$ cat src/hdl/fetch_pkg.sv
package fetch_pkg;

    localparam int xlen = 32;
    localparam int line_bits = 128;
    localparam logic [xlen-1:0] reset_pc = 32'h0000_0000;
    localparam logic [xlen-1:0] nop_instr = 32'h0000_0013; // addi x0, x0, 0

    localparam int ic_lines = 16;
    localparam int ic_offset_bits = $clog2(line_bits / 8);
    localparam int ic_index_bits = $clog2(ic_lines);
    localparam int ic_tag_bits = xlen - ic_index_bits - ic_offset_bits;

    localparam int btb_entries = 16;
    localparam int btb_index_bits = $clog2(btb_entries);
    localparam int btb_tag_bits = xlen - btb_index_bits - 2;

    localparam logic [6:0] opc_branch = 7'b110_0011;
    localparam logic [6:0] opc_jal = 7'b110_1111;

    typedef struct packed {
        logic [xlen-1:0] pc;
        logic [xlen-1:0] instr;
        logic            compressed;
        logic            pred_taken;
    } fetch_out_t;

    typedef struct packed {
        logic            valid;
        logic [xlen-1:0] target;
    } redirect_t;

    typedef struct packed {
        logic            valid;
        logic            taken;
        logic [xlen-1:0] pc;
        logic [xlen-1:0] target;
    } bp_update_t;

    typedef struct packed {
        logic [xlen-1:0] addr; // line aligned
    } mem_req_t;

    typedef union packed {
        struct packed {
            logic       imm12;
            logic [5:0] imm10_5;
            logic [4:0] rs2;
            logic [4:0] rs1;
            logic [2:0] funct3;
            logic [3:0] imm4_1;
            logic       imm11;
            logic [6:0] opcode;
        } b_fmt;
        struct packed {
            logic       imm20;
            logic [9:0] imm10_1;
            logic       imm11;
            logic [7:0] imm19_12;
            logic [4:0] rd;
            logic [6:0] opcode;
        } j_fmt;
    } instr_word_u;

    typedef enum logic [1:0] {
        kind_other,
        kind_branch,
        kind_jal
    } instr_kind_e;

endpackage

$ cat src/hdl/pc_gen.sv
`timescale 1ns/1ps

module pc_gen import fetch_pkg::*; (
    input  logic            clk_i,
    input  logic            rst_i,
    input  logic            stall_i,
    input  redirect_t       redirect_i,
    input  logic            pred_taken_i,
    input  logic [xlen-1:0] pred_target_i,
    output logic [xlen-1:0] pc_o
);

    logic [xlen-1:0] pc_q;
    logic [xlen-1:0] redirect_word;
    logic [xlen-1:0] pred_word;
    logic [xlen-1:0] step_word;

    // an odd halfword target is fetched from its enclosing word, the queue drops the low half
    assign redirect_word = {redirect_i.target[xlen-1:2], 2'b00};
    assign pred_word = {pred_target_i[xlen-1:2], 2'b00};
    assign step_word = pc_q + 32'd4;

    always_ff @(posedge clk_i) begin
        if (rst_i) begin
            pc_q <= reset_pc;
        end else if (redirect_i.valid) begin
            pc_q <= redirect_word; // execute and decode override any prediction
        end else if (pred_taken_i) begin
            pc_q <= pred_word;
        end else if (!stall_i) begin
            pc_q <= step_word;
        end
    end

    assign pc_o = pc_q;

endmodule

$ cat src/hdl/icache_ctrl.sv
`timescale 1ns/1ps

module icache_ctrl import fetch_pkg::*; (
    input  logic                 clk_i,
    input  logic                 rst_i,
    input  logic [xlen-1:0]      addr_i,
    input  logic                 flush_i,
    output logic [xlen-1:0]      word_o,
    output logic                 word_valid_o,
    output logic [xlen-1:0]      word_pc_o,
    output logic                 mem_req_valid_o,
    output mem_req_t             mem_req_o,
    input  logic                 mem_req_ready_i,
    input  logic                 mem_resp_valid_i,
    input  logic [line_bits-1:0] mem_resp_line_i
);

    typedef enum logic [1:0] {
        st_idle,
        st_req,
        st_wait
    } ic_state_e;

    ic_state_e state_q;

    logic [ic_tag_bits-1:0]    tag_q [ic_lines];
    logic [line_bits-1:0]      data_q [ic_lines];
    logic [ic_lines-1:0]       line_valid_q;

    logic [ic_index_bits-1:0]  idx;
    logic [ic_tag_bits-1:0]    tag;
    logic [1:0]                sel;
    logic                      hit;

    logic [xlen-1:0]           miss_addr_q;
    logic [ic_index_bits-1:0]  miss_idx;
    logic                      drop_q;
    logic                      refill;

    assign idx = addr_i[ic_offset_bits +: ic_index_bits];
    assign tag = addr_i[xlen-1 -: ic_tag_bits];
    assign sel = addr_i[ic_offset_bits-1:2];
    assign hit = (state_q == st_idle) && line_valid_q[idx] && (tag_q[idx] == tag);

    assign miss_idx = miss_addr_q[ic_offset_bits +: ic_index_bits];
    assign refill = (state_q == st_wait) && mem_resp_valid_i;

    assign mem_req_valid_o = (state_q == st_req);
    assign mem_req_o.addr = {miss_addr_q[xlen-1:ic_offset_bits], {ic_offset_bits{1'b0}}};

    always_ff @(posedge clk_i) begin
        if (rst_i) begin
            state_q <= st_idle;
            line_valid_q <= '0;
            word_valid_o <= 1'b0;
            drop_q <= 1'b0;
        end else begin
            word_valid_o <= 1'b0;
            case (state_q)
                st_idle: begin
                    if (hit) begin
                        word_valid_o <= 1'b1;
                    end else begin
                        state_q <= st_req;
                        drop_q <= flush_i;
                    end
                end
                st_req: begin
                    drop_q <= drop_q | flush_i;
                    if (mem_req_ready_i) begin
                        state_q <= st_wait;
                    end
                end
                default: begin
                    drop_q <= drop_q | flush_i;
                    if (mem_resp_valid_i) begin
                        state_q <= st_idle;
                        line_valid_q[miss_idx] <= 1'b1;
                        word_valid_o <= !(drop_q | flush_i); // line is kept even when flushed
                    end
                end
            endcase
        end
    end

    always_ff @(posedge clk_i) begin
        if (state_q == st_idle && !hit) begin
            miss_addr_q <= addr_i;
        end
        if (refill) begin
            tag_q[miss_idx] <= miss_addr_q[xlen-1 -: ic_tag_bits];
            data_q[miss_idx] <= mem_resp_line_i;
            word_o <= mem_resp_line_i[miss_addr_q[ic_offset_bits-1:2]*xlen +: xlen];
            word_pc_o <= miss_addr_q;
        end else if (hit) begin
            word_o <= data_q[idx][sel*xlen +: xlen];
            word_pc_o <= addr_i;
        end
    end

endmodule

$ cat src/hdl/instr_queue.sv
`timescale 1ns/1ps

module instr_queue import fetch_pkg::*; (
    input  logic            clk_i,
    input  logic            rst_i,
    input  logic [xlen-1:0] word_i,
    input  logic [xlen-1:0] word_pc_i,
    input  logic            word_valid_i,
    input  logic            flush_i,
    input  logic            skip_half_i,
    input  logic            pop_i,
    output logic [xlen-1:0] head_instr_o,
    output logic [xlen-1:0] head_pc_o,
    output logic            head_valid_o,
    output logic            head_compressed_o,
    output logic            full_o
);

    logic [15:0]     hw_q [4];
    logic [15:0]     hw_d [4];
    logic [2:0]      count_q;
    logic [2:0]      count_d;
    logic [2:0]      pop_n;
    logic [2:0]      kept;
    logic [xlen-1:0] pc_q;
    logic [xlen-1:0] pc_d;
    logic            skip_q; // first word after a flush starts at its upper half
    logic            accept;

    assign head_compressed_o = (hw_q[0][1:0] != 2'b11);
    assign head_valid_o = (count_q >= 3'd2) || (count_q == 3'd1 && head_compressed_o);
    assign head_instr_o = head_compressed_o ? {16'h0000, hw_q[0]} : {hw_q[1], hw_q[0]};
    assign head_pc_o = pc_q;

    assign full_o = (count_q > 3'd2); // a whole word must fit
    assign accept = word_valid_i && !full_o;
    assign pop_n = !pop_i ? 3'd0 : (head_compressed_o ? 3'd1 : 3'd2);
    assign kept = count_q - pop_n;

    always_comb begin
        for (int i = 0; i < 4; i++) begin
            hw_d[i] = hw_q[(i + int'(pop_n)) % 4]; // slots past kept are don't care
            if (accept && i == int'(kept)) begin
                hw_d[i] = skip_q ? word_i[31:16] : word_i[15:0];
            end
            if (accept && !skip_q && i == int'(kept) + 1) begin
                hw_d[i] = word_i[31:16];
            end
        end
        count_d = kept;
        if (accept) begin
            count_d = kept + (skip_q ? 3'd1 : 3'd2);
        end
        pc_d = pc_q + {{(xlen-4){1'b0}}, pop_n, 1'b0};
        if (accept && kept == 3'd0) begin
            pc_d = word_pc_i + {{(xlen-2){1'b0}}, skip_q, 1'b0};
        end
    end

    always_ff @(posedge clk_i) begin
        if (rst_i) begin
            count_q <= 3'd0;
            skip_q <= 1'b0;
        end else if (flush_i) begin
            count_q <= 3'd0;
            skip_q <= skip_half_i;
        end else begin
            count_q <= count_d;
            if (accept) begin
                skip_q <= 1'b0;
            end
        end
    end

    always_ff @(posedge clk_i) begin
        hw_q <= hw_d;
        pc_q <= pc_d;
    end

endmodule

$ cat src/hdl/predecoder.sv
`timescale 1ns/1ps

module predecoder import fetch_pkg::*; (
    input  logic [xlen-1:0] instr_i,
    input  logic            valid_i,
    output instr_kind_e     kind_o,
    output logic [xlen-1:0] imm_o
);

    instr_word_u w;
    logic        full_len;
    logic [xlen-1:0] b_imm;
    logic [xlen-1:0] j_imm;

    assign w = instr_i;
    assign full_len = (instr_i[1:0] == 2'b11); // compressed forms are left to decode

    assign b_imm = {{19{w.b_fmt.imm12}}, w.b_fmt.imm12, w.b_fmt.imm11,
                    w.b_fmt.imm10_5, w.b_fmt.imm4_1, 1'b0};
    assign j_imm = {{11{w.j_fmt.imm20}}, w.j_fmt.imm20, w.j_fmt.imm19_12,
                    w.j_fmt.imm11, w.j_fmt.imm10_1, 1'b0};

    always_comb begin
        kind_o = kind_other;
        imm_o = '0;
        if (valid_i && full_len) begin
            if (w.b_fmt.opcode == opc_branch) begin
                kind_o = kind_branch;
                imm_o = b_imm;
            end else if (w.j_fmt.opcode == opc_jal) begin
                kind_o = kind_jal;
                imm_o = j_imm;
            end
        end
    end

endmodule

$ cat src/hdl/branch_predictor.sv
`timescale 1ns/1ps

module branch_predictor import fetch_pkg::*; (
    input  logic            clk_i,
    input  logic            rst_i,
    input  logic [xlen-1:0] lookup_pc_i,
    input  logic            lookup_en_i,
    input  bp_update_t      update_i,
    output logic            pred_taken_o,
    output logic [xlen-1:0] pred_target_o
);

    logic [btb_entries-1:0]  entry_valid_q;
    logic [1:0]              ctr_q [btb_entries];
    logic [btb_tag_bits-1:0] tag_q [btb_entries];
    logic [xlen-1:0]         target_q [btb_entries];

    logic [btb_index_bits-1:0] l_idx;
    logic [btb_tag_bits-1:0]   l_tag;
    logic [btb_index_bits-1:0] u_idx;
    logic [btb_tag_bits-1:0]   u_tag;
    logic                      u_hit;
    logic [1:0]                u_ctr;
    logic [1:0]                u_ctr_next;

    assign l_idx = lookup_pc_i[btb_index_bits+1:2];
    assign l_tag = lookup_pc_i[xlen-1 -: btb_tag_bits];
    assign u_idx = update_i.pc[btb_index_bits+1:2];
    assign u_tag = update_i.pc[xlen-1 -: btb_tag_bits];

    assign pred_taken_o = lookup_en_i && entry_valid_q[l_idx] && (tag_q[l_idx] == l_tag)
                          && ctr_q[l_idx][1];
    assign pred_target_o = target_q[l_idx];

    // a newly allocated entry starts from weakly not-taken
    assign u_hit = entry_valid_q[u_idx] && (tag_q[u_idx] == u_tag);
    assign u_ctr = u_hit ? ctr_q[u_idx] : 2'b01;

    always_comb begin
        u_ctr_next = u_ctr;
        if (update_i.taken && u_ctr != 2'b11) begin
            u_ctr_next = u_ctr + 2'd1;
        end else if (!update_i.taken && u_ctr != 2'b00) begin
            u_ctr_next = u_ctr - 2'd1;
        end
    end

    always_ff @(posedge clk_i) begin
        if (rst_i) begin
            entry_valid_q <= '0;
            for (int i = 0; i < btb_entries; i++) begin
                ctr_q[i] <= 2'b01;
            end
        end else if (update_i.valid) begin
            entry_valid_q[u_idx] <= 1'b1;
            ctr_q[u_idx] <= u_ctr_next;
        end
    end

    always_ff @(posedge clk_i) begin
        if (update_i.valid) begin
            tag_q[u_idx] <= u_tag;
            if (update_i.taken) begin
                target_q[u_idx] <= update_i.target; // not-taken keeps the last known target
            end
        end
    end

endmodule

$ cat src/hdl/fetch_stage.sv
`timescale 1ns/1ps

module fetch_stage import fetch_pkg::*; (
    input  logic                 clk_i,
    input  logic                 rst_i,
    output logic                 mem_req_valid_o,
    output mem_req_t             mem_req_o,
    input  logic                 mem_req_ready_i,
    input  logic                 mem_resp_valid_i,
    input  logic [line_bits-1:0] mem_resp_line_i,
    output logic                 fetch_valid_o,
    output fetch_out_t           fetch_o,
    input  logic                 decode_ready_i,
    input  redirect_t            redirect_i,
    input  bp_update_t           bp_update_i
);

    logic [xlen-1:0] pc;
    logic [xlen-1:0] word;
    logic [xlen-1:0] word_pc;
    logic            word_valid;
    logic            word_take;
    logic            stall;
    logic            flush;
    logic            skip_half;

    logic [xlen-1:0] head_instr;
    logic [xlen-1:0] head_pc;
    logic            head_valid;
    logic            head_compressed;
    logic            queue_full;
    logic            pop;

    instr_kind_e     kind;
    logic [xlen-1:0] imm;
    logic            bp_taken;
    logic [xlen-1:0] bp_target;
    logic            pred_hit;
    logic            pred_fire;

    fetch_out_t      out_q;
    logic            out_valid_q;
    logic            out_load;

    // the cache replays the held pc, only the word for the current pc counts
    assign word_take = word_valid && (word_pc == pc);
    assign stall = !word_take || queue_full;

    assign out_load = !out_valid_q || decode_ready_i;
    assign pop = head_valid && out_load && !redirect_i.valid;

    // a btb entry is trusted only if it agrees with the offset in the word itself
    assign pred_hit = bp_taken && (bp_target == head_pc + imm);
    assign pred_fire = pop && pred_hit;
    assign flush = redirect_i.valid || pred_fire;
    assign skip_half = redirect_i.valid ? redirect_i.target[1] : bp_target[1];

    pc_gen u_pc_gen (
        .clk_i         (clk_i),
        .rst_i         (rst_i),
        .stall_i       (stall),
        .redirect_i    (redirect_i),
        .pred_taken_i  (pred_fire),
        .pred_target_i (bp_target),
        .pc_o          (pc)
    );

    icache_ctrl u_icache_ctrl (
        .clk_i            (clk_i),
        .rst_i            (rst_i),
        .addr_i           (pc),
        .flush_i          (flush),
        .word_o           (word),
        .word_valid_o     (word_valid),
        .word_pc_o        (word_pc),
        .mem_req_valid_o  (mem_req_valid_o),
        .mem_req_o        (mem_req_o),
        .mem_req_ready_i  (mem_req_ready_i),
        .mem_resp_valid_i (mem_resp_valid_i),
        .mem_resp_line_i  (mem_resp_line_i)
    );

    instr_queue u_instr_queue (
        .clk_i             (clk_i),
        .rst_i             (rst_i),
        .word_i            (word),
        .word_pc_i         (word_pc),
        .word_valid_i      (word_take),
        .flush_i           (flush),
        .skip_half_i       (skip_half),
        .pop_i             (pop),
        .head_instr_o      (head_instr),
        .head_pc_o         (head_pc),
        .head_valid_o      (head_valid),
        .head_compressed_o (head_compressed),
        .full_o            (queue_full)
    );

    predecoder u_predecoder (
        .instr_i (head_instr),
        .valid_i (head_valid),
        .kind_o  (kind),
        .imm_o   (imm)
    );

    branch_predictor u_branch_predictor (
        .clk_i         (clk_i),
        .rst_i         (rst_i),
        .lookup_pc_i   (head_pc),
        .lookup_en_i   (kind == kind_branch),
        .update_i      (bp_update_i),
        .pred_taken_o  (bp_taken),
        .pred_target_o (bp_target)
    );

    always_ff @(posedge clk_i) begin
        if (rst_i) begin
            out_valid_q <= 1'b0;
        end else if (redirect_i.valid) begin
            out_valid_q <= 1'b0;
        end else if (out_load) begin
            out_valid_q <= pop;
        end
    end

    always_ff @(posedge clk_i) begin
        if (redirect_i.valid) begin
            out_q.instr <= nop_instr;
            out_q.pred_taken <= 1'b0;
        end else if (pop) begin
            out_q.pc <= head_pc;
            out_q.instr <= head_instr;
            out_q.compressed <= head_compressed;
            out_q.pred_taken <= pred_hit;
        end
    end

    assign fetch_valid_o = out_valid_q;
    assign fetch_o = out_q;

endmodule

$ cat config.mk
export PLATFORM = sky130hd
export DESIGN_NAME = fetch_stage
export DESIGN_NICKNAME = d
export VERILOG_FILES = /design/src/hdl/fetch_pkg.sv /design/src/hdl/pc_gen.sv /design/src/hdl/icache_ctrl.sv /design/src/hdl/instr_queue.sv /design/src/hdl/predecoder.sv /design/src/hdl/branch_predictor.sv /design/src/hdl/fetch_stage.sv
export SDC_FILE = /design/constraint.sdc
export NUM_CORES = 2
export LEC_CHECK = 0
export BUFFER_PORTS_ARGS = -buffer_cell sky130_fd_sc_hd__buf_2
export CAP_MARGIN = 20
export CORE_MARGIN = 2
export CORE_UTILIZATION = 25
export CTS_CLUSTER_SIZE = 8
export DETAILED_ROUTE_END_ITERATION = 6
export PLACE_DENSITY_LB_ADDON = 0.12
export RECOVER_POWER = 25
export SYNTH_ARGS = -nofsm -noshare
export SYNTH_HDL_FRONTEND = slang
export SYNTH_SLANG_ARGS = --single-unit
$ cat constraint.sdc
create_clock -name clk_i -period 7.3 [get_ports clk_i]
set_input_delay 0.73 -clock clk_i [delete_from_list [all_inputs] [get_ports clk_i]]
set_output_delay 0.73 -clock clk_i [all_outputs]
set_load 0.05 [all_outputs]
* Yosys cells after proc, flatten, opt, wreduce, memory -nomap -nowiden
Memory sizes are Yosys's and may differ from the RTL's. A register that Yosys moved wholly into a read port is not among the register bits.
Cells that the tools add are included.
** Operators by class
- Add/subtract/negate cells :: 12
- Multiply operators :: 0
- Divide/modulo/power cells :: 0
- Order comparisons :: 12
- Equality and inequality tests :: 23
- Shifts and indexed selects :: 2
- Mux-type cells :: 83
- Bitwise gates (word level) :: 12
- Reduce and logical (&&, ||, !) cells :: 61
** Operator list (number)
- $mux W32 :: 12
- $mux W16 :: 17
- $shiftx A128 B8 Y32 :: 2
- $bmux W16 S2 :: 4
- $ge A32 B3 Y1 const B :: 4
- $not A32 Y32 :: 3
- $eq A3 B32 Y1 const A :: 2
- $eq A32 B32 Y1 :: 2
- $eq A26 B26 Y1 :: 2
- $add A32 B2 Y32 :: 1
- $add A32 B3 Y32 const B :: 1
- $add A32 B32 Y32 :: 1
- $add A32 B4 Y32 :: 1
- $eq A2 B32 Y1 const A :: 1
- $logic_not A32 Y1 :: 1
- $not A2 Y32 :: 1
- $or A16 B16 Y16 :: 2
- $logic_and A1 B1 Y1 :: 30
- $mux W2 :: 13
- $eq A24 B24 Y1 :: 1
- $mux W1 :: 24
- $lt A4 B5 Y1 const B :: 4
- $mux W4 :: 5
- $eq A7 B7 Y1 const B :: 2
- 36 further kinds :: 69
** Word-level totals
- Register bits after elaboration :: 331
- Latch bits :: 0
- Memory bits (writable) :: 3392
- Bits in read-only memories :: 0
- Bits of input ports :: 232
- Word-level logic and storage cells :: 232
- Memories kept :: 5
** Memory list
- u_icache_ctrl.data_q :: words 16, bits a word 128, rd ports 1, clocked after memory_dff 1, write ports 1, RTL line icache_ctrl.sv:27 : logic [line_bits-1:0] data_q [ic_lines];
- u_branch_predictor.target_q :: words 16, bits a word 32, rd ports 1, clocked after memory_dff 1, write ports 1, RTL line branch_predictor.sv:16 : logic [xlen-1:0] target_q [btb_entries];
- u_branch_predictor.tag_q :: words 16, bits a word 26, rd ports 2, clocked after memory_dff 1, write ports 1, RTL line branch_predictor.sv:15 : logic [btb_tag_bits-1:0] tag_q [btb_entries];
- u_icache_ctrl.tag_q :: words 16, bits a word 24, rd ports 1, clocked after memory_dff 1, write ports 1, RTL line icache_ctrl.sv:26 : logic [ic_tag_bits-1:0] tag_q [ic_lines];
- u_branch_predictor.ctr_q :: words 16, bits a word 2, rd ports 2, clocked after memory_dff 1, write ports 16, RTL line branch_predictor.sv:14 : logic [1:0] ctr_q [btb_entries];

* Logic depth before layout (Yosys ltp)
- Depth after elaboration :: 17
- Gate-level depth with buffers :: 24

* Modules after synthesis
Synthesis repeated with hierarchy kept, for this count alone.
** Second synthesis, totals
- Cell total of the unflattened synthesis :: 7903
- Area total of the unflattened synthesis :: 155753.1 um2
** Modules (own cells, without submodules)
- icache_ctrl :: times used 1, cells an instance 3961, area an instance 98400.6 um2
- branch_predictor :: times used 1, cells an instance 2023, area an instance 41982.8 um2
- instr_queue :: times used 1, cells an instance 904, area an instance 7219.4 um2
- fetch_stage :: times used 1, cells an instance 629, area an instance 5250.0 um2
- pc_gen :: times used 1, cells an instance 319, area an instance 2359.8 um2
- predecoder :: times used 1, cells an instance 67, area an instance 540.5 um2

* Worst setup path before layout
Ideal clock, no wire load.
- Path type :: in2reg
- From :: input mem_resp_valid_i
- To :: memory u_icache_ctrl.data_q[13][0], enable pin
- Setup time :: 666 ps
- Arrival time :: 7393 ps
- Data required time :: 6634 ps
- Setup slack :: -759 ps
- Stages :: 4
- Buffers on the path :: 0
- Cells stage by stage :: nand2_1 nor2_1 nand2_1 nor2_1
** On the way
- Word-level cells in the longest chain between the ends :: 3
** RTL lines
- start, declared :: RTL line fetch_stage.sv:9 : input logic mem_resp_valid_i,
- $logic_and A1 B1 Y1 :: RTL line icache_ctrl.sv:46 : assign refill = (state_q == st_wait) && mem_resp_valid_i;
- $mux W1 :: RTL line icache_ctrl.sv:90 : if (refill) begin
- $mux W1 (not written as such) :: RTL line icache_ctrl.sv:92 : data_q[miss_idx] <= mem_resp_line_i;
- end, declared :: RTL line icache_ctrl.sv:27
No other way between the ends.

* Final worst setup path
- From :: register u_instr_queue.hw_q[53] (netlist name)
- To :: register u_pc_gen.pc_q[29] (netlist: u_pc_gen.pc_o[29])
** On the way
- Word-level cells in the longest chain between the ends :: 13
- Elaborated cells on any way between the ends :: 20
- Those cells by class :: add/sub: 1; eq/ne: 5; mux: 9; reduce/logical: 5
** RTL lines
- start, declared :: RTL line instr_queue.sv:19 : logic [15:0] hw_q [4];
- start signal, assigned :: RTL line instr_queue.sv:76 : hw_q <= hw_d;
- $mux W32 (*) :: RTL line instr_queue.sv:32 : assign head_instr_o = head_compressed_o ? {16'h0000, hw_q[0]} : {hw_q[1], hw_q[0]};
- parallel branches: the longest is 8 deep, another holds $add A32 B32 Y32
- $logic_and A1 B1 Y1 (*) :: RTL line fetch_stage.sv:53 : assign pred_hit = bp_taken && (bp_target == head_pc + imm);
- $logic_and A1 B1 Y1 (*) :: RTL line fetch_stage.sv:54 : assign pred_fire = pop && pred_hit;
- $mux W32 :: RTL line pc_gen.sv:28 : end else if (pred_taken_i) begin
- $mux W32 :: RTL line pc_gen.sv:26 : end else if (redirect_i.valid) begin
- end signal, assigned :: RTL line pc_gen.sv:25 : pc_q <= reset_pc;
- end signal, assigned :: RTL line pc_gen.sv:27 : pc_q <= redirect_word;
- end signal, assigned :: RTL line pc_gen.sv:29 : pc_q <= pred_word;
- end, declared :: RTL line pc_gen.sv:13 : logic [xlen-1:0] pc_q;
Every way passes the cells marked *.
A chain may end at the register's enable or synchronous reset.

==> run_summary.xml <==
<?xml version="1.0" encoding="UTF-8"?>
<metrics>
  <group name="sta">
    <metric name="max_freq" unit="MHz">150</metric>
    <metric name="slew_viol_final" unit="">0</metric>
    <metric name="minimum_clock_period_after_layout" unit="ns">6.68</metric>
    <metric name="rsz0062_at_grt" unit="">false</metric>
    <metric name="setup_viol" unit="">0</metric>
    <metric name="whs" unit="ns">0.116</metric>
    <metric name="post-route-period-util" unit="">0.916</metric>
    <metric name="relative_slew_margins" unit="">0.150</metric>
    <metric name="worst_clock_skew" unit="ns">0.113</metric>
    <metric name="fin_tns_setup" unit="ns">0</metric>
    <metric name="worst_pin_slew" unit="ns">1.27</metric>
    <metric name="report.final.hold_viol_count" unit="">0</metric>
    <metric name="setup_slack" unit="ns">0.615</metric>
  </group>
  <group name="yosys">
    <metric name="netlist.top_cell.by_area" unit="">edfxtp_1</metric>
    <metric name="synth_top_family_by_area" unit="">multiplexers</metric>
    <metric name="synth.lib_cells_used.distinct" unit="">88</metric>
    <metric name="mappedNetlistArea" unit="um2">152000</metric>
    <metric name="synth.area.mux_share" unit="">0.186</metric>
    <metric name="synth_edf_count" unit="">3516</metric>
    <metric name="ys_dominant_reg_cell" unit="">edfxtp_1</metric>
    <metric name="synth_warnings" unit="">0</metric>
    <metric name="synth_compound_gate_area_share" unit="">0.0274</metric>
    <metric name="postSynthRegisterBits" unit="">3719</metric>
    <metric name="synth_area_per_cell" unit="um2">20.1</metric>
    <metric name="synth_adder_area_share" unit="">0.00366</metric>
    <metric name="synth_xor_xnor_area_share" unit="">0.0129</metric>
    <metric name="ys_top_cells_by_area" unit="">edfxtp_1 69%, mux4_2 17%, dfxtp_1 2.7%, xnor2_1 0.84%, nand2_1 0.82%</metric>
    <metric name="synth_largest_type_area_fraction" unit="">0.695</metric>
    <metric name="asyncSetResetFlopFracSynth" unit="">0</metric>
    <metric name="yosys.area_share.simple" unit="">0.0329</metric>
    <metric name="synth.yosys.seq_area_share" unit="">0.721</metric>
    <metric name="synth_cells" unit="">7577</metric>
  </group>
  <group name="critical_path">
    <metric name="reg2reg_slack" unit="ns">0.62</metric>
    <metric name="critPathKind" unit="">register to register</metric>
    <metric name="path_common_cell" unit="">nor2_1</metric>
    <metric name="start_kind" unit="">register</metric>
    <metric name="required" unit="ns">8.24</metric>
    <metric name="chain_of_cells_forming_the_critical_path" unit="">nand3b_1 -&gt; or4_1 -&gt; nor2_1 -&gt; a22o_1 -&gt; ha_1 -&gt; a21o_1 -&gt; a221oi_2 -&gt; nor2_1 -&gt; o41ai_1 -&gt; nand2_1 -&gt; a41oi_1 -&gt; mux2i_1 -&gt; nor4_2 -&gt; nand3_2 -&gt; and2_1 -&gt; a221oi_1</metric>
    <metric name="crit_path_end_kind" unit="">register</metric>
    <metric name="cp_data_arrival_time" unit="ns">7.63</metric>
    <metric name="crit_path_max_incr_delay" unit="ns">0.80</metric>
    <metric name="crit-reg2reg-capture" unit="">u_pc_gen.pc_o[29]</metric>
    <metric name="crit-reg2reg-launch" unit="">u_instr_queue.hw_q[53]</metric>
    <metric name="cpLargestDelayFamily" unit="">simple AND/OR/NAND/NOR gates</metric>
    <metric name="critical_path_peak_fanout" unit="">23</metric>
    <metric name="ff2ff_path_depth" unit="">16</metric>
    <metric name="sum_of_buffers_and_inverters_on_the_critical_path" unit="">0</metric>
    <metric name="critical_path.slowest_cell" unit="">o41ai_1</metric>
  </group>
  <group name="routing">
    <metric name="avgRoutedWirePerCell" unit="um">31.6</metric>
    <metric name="drt_iter0_markers" unit="">7146</metric>
    <metric name="detail_route.drc_violations" unit="">0</metric>
    <metric name="drt-vias-per-instance" unit="">4.86</metric>
    <metric name="ant_nets" unit="">0</metric>
    <metric name="vias" unit="">80700</metric>
    <metric name="detail_route.first_pass.iterations" unit="">6</metric>
    <metric name="wire_length_reported_by_the_detailed_router" unit="mm">524</metric>
  </group>
  <group name="flow_run">
    <metric name="max_capacitance_violation_total" unit="">0</metric>
  </group>
  <group name="hold_path">
    <metric name="worst_hold_path_type" unit="">input pin to register</metric>
    <metric name="timing.hold.worst.start" unit="">redirect_i[11]</metric>
    <metric name="whs_path_depth" unit="">3</metric>
    <metric name="hold_endpoint" unit="">u_pc_gen.pc_o[11]</metric>
  </group>
  <group name="global_route">
    <metric name="antenna_found_initial" unit="">132</metric>
    <metric name="grt_usage" unit="">0.167</metric>
    <metric name="grt_overflow_total" unit="">0</metric>
    <metric name="first_pass_grt_wire_length" unit="mm">719</metric>
    <metric name="grt_start_max_net_pins" unit="">120</metric>
    <metric name="grt_pass1_vias" unit="">84700</metric>
  </group>
  <group name="die">
    <metric name="rows" unit="">286</metric>
    <metric name="die_area" unit="um2">614000</metric>
    <metric name="io_pins" unit="">332</metric>
    <metric name="chipHeight" unit="um">784</metric>
    <metric name="chip_width" unit="um">784</metric>
    <metric name="design.core.area" unit="um2">606000</metric>
    <metric name="floorplan.initialDensity" unit="">0.251</metric>
  </group>
  <group name="placement">
    <metric name="placed_cells" unit="">15700</metric>
    <metric name="portBuffers" unit="">323</metric>
    <metric name="gpl.final_weighted_congestion" unit="">0.829</metric>
    <metric name="dp_hpwl" unit="mm">307</metric>
    <metric name="dp_slack" unit="ns">0.672</metric>
  </group>
  <group name="clock_tree">
    <metric name="clock_tree_from_tritoncts" unit="">built</metric>
    <metric name="numCtsBuffers" unit="">542</metric>
    <metric name="clk_root_buffer_cell" unit="">clkbuf_16</metric>
    <metric name="h-tree-depth" unit="">6</metric>
    <metric name="clock_sinks" unit="">3719</metric>
    <metric name="clock_latency" unit="ns">1.05</metric>
    <metric name="cts-resized-gates" unit="">0</metric>
    <metric name="cts.reportedPaths.clkPinSlew" unit="ns">0.06</metric>
    <metric name="max-clock-path-buffers" unit="">4</metric>
  </group>
  <group name="final_layout">
    <metric name="drive_above_1_share" unit="">0.282</metric>
    <metric name="design.final.nets" unit="">8620</metric>
    <metric name="mostFrequentLayoutCells" unit="">3516 x edfxtp_1, 1176 x mux4_2, 554 x clkbuf_16, 332 x nand2_1, 254 x nor2_1</metric>
    <metric name="instances_no_fill" unit="">16600</metric>
    <metric name="mostFrequentLayoutCell" unit="">edfxtp_1</metric>
    <metric name="syn2layout_area_growth" unit="%">19.0</metric>
  </group>
  <group name="pwr">
    <metric name="net_load_switching_power" unit="uW">11800</metric>
    <metric name="total_power" unit="uW">50800</metric>
    <metric name="switching_share" unit="">0.233</metric>
    <metric name="p_seq_frac" unit="">0.473</metric>
    <metric name="p_leak" unit="uW">0.0557</metric>
    <metric name="combinationalPowerShare" unit="">0.075</metric>
    <metric name="clock_share_of_power" unit="">0.451</metric>
    <metric name="p_int" unit="uW">38900</metric>
    <metric name="worst_ir_drop_vdd" unit="mV">0.295</metric>
    <metric name="power_density" unit="nW/um2">281</metric>
  </group>
  <group name="run_status">
    <metric name="run_status" unit="">finished clean</metric>
  </group>
</metrics>
==> worst max path at each step <==
stage,endpoint,cells after the start,slack [ns],from
2_1_floorplan,u_icache_ctrl.data_q[13][0],4,-0.76,mem_resp_valid_i
3_3_place_gp,u_pc_gen.pc_o[10],16,0.81,u_instr_queue.hw_q[53]
3_5_place_dp,u_pc_gen.pc_o[29],15,0.67,u_instr_queue.hw_q[53]
4_1_cts,u_pc_gen.pc_o[29],15,0.71,u_instr_queue.hw_q[53]
5_1_grt,u_pc_gen.pc_o[23],16,0.30,u_instr_queue.hw_q[53]
6_report,u_pc_gen.pc_o[29],16,0.62,u_instr_queue.hw_q[53]
==> sequential cells by signal, indices dropped and copies added (netlist names), named ones only <==
name / flops
fetch_o: 65
fetch_valid_o: 1
u_branch_predictor.ctr_q: 32
u_branch_predictor.entry_valid_q: 16
u_branch_predictor.tag_q: 416
u_branch_predictor.target_q: 512
u_icache_ctrl.data_q: 2048
u_icache_ctrl.drop_q: 1
u_icache_ctrl.line_valid_q: 16
u_icache_ctrl.miss_addr_q: 30
u_icache_ctrl.state_q: 2
u_icache_ctrl.tag_q: 384
u_icache_ctrl.word_o: 32
u_icache_ctrl.word_pc_o: 30
u_icache_ctrl.word_valid_o: 1
u_instr_queue.count_q: 3
u_instr_queue.head_pc_o: 31
u_instr_queue.hw_q: 64
u_instr_queue.skip_q: 1
u_pc_gen.pc_o: 30
==> through the flow <==
stage,cell area (um2),utilization
global placement,164000,0.271
CTS,181000,0.298
detailed placement,164000,0.271
global route,181000,0.298
floorplan,152000,-
finish,181000,0.298
==> worst reg2reg max path, delay by kind of cell, from the launching register on <==
| family | cells | cell delay (ns) |
|---|---|---|
| compound gates | 6 | 2.43 |
| mux | 1 | 0.16 |
| fa+ha+maj | 1 | 0.30 |
| simple gates | 8 | 3.31 |
| flops | 1 | 0.44 |
==> cells in the mapped netlist (36+ instances only) <==
master    number
a21oi_1      212
buf_2         42
o21ai_0      114
buf_4         48
edfxtp_1    3516
nor2_1       291
nand4_1       53
mux2i_1      107
a31oi_1       48
dfxtp_1      203
inv_1         55
buf_1         81
a22oi_1       39
mux2_2        65
ha_1          38
nor3_1        36
nand2_1      334
nand3_1      114
o22ai_1       37
xnor2_1      146
xor2_1        70
clkbuf_1     301
mux4_2      1176
==> area by class of cell <==
class                      instances  area, um2
fill                           59300     425000
clock inverter                    52        782
tap                             8064      10100
antenna                           36       90.1
sequential                      3719     110000
multi-input combinational       3315      40300
inverter                          64        241
timing repair buffer             704       5310
clock buffer                     657      14300
==> power groups by stage <==
| stage | logic (uW) | registers [uW] | clock network, uW |
|---|---|---|---|
| after global routing | 4080 | 24000 | 24400 |
| after detailed placement | 3840 | 24400 | 0 |
| after CTS | 3950 | 24000 | 23600 |
| after global placement | 3820 | 24400 | 0 |
| final | 3820 | 24000 | 22900 |
| after floorplan | 2280 | 24200 | 0 |
==> logic make-up (layout without fill, tap and decap cells) <==
group,count (synthesis),count (layout)
adder cells (fa/ha/maj),42,42
AO/OA/AOI/OAI,648,648
flip-flops,3719,3719
other,1,41
buffers and inverters,547,1477
AND/OR/NAND/NOR,1053,1053
multiplexers,1348,1348
XOR/XNOR,219,219
==> layer usage <==
layer	wire (um)	vias up	GRT usage
li1	-	33000	-
met1	236000	44500	0.231
met2	251000	2428	0.274
met3	25800	778	0.0281
met4	11700	32	0.0349
met5	199	-	0
==> repair_timing <==
action                     CTS  global route
hold buffers               142             0
buffers inserted             0             0
hold endpoints to repair  1822             0
(Power assumes the default switching activity.)
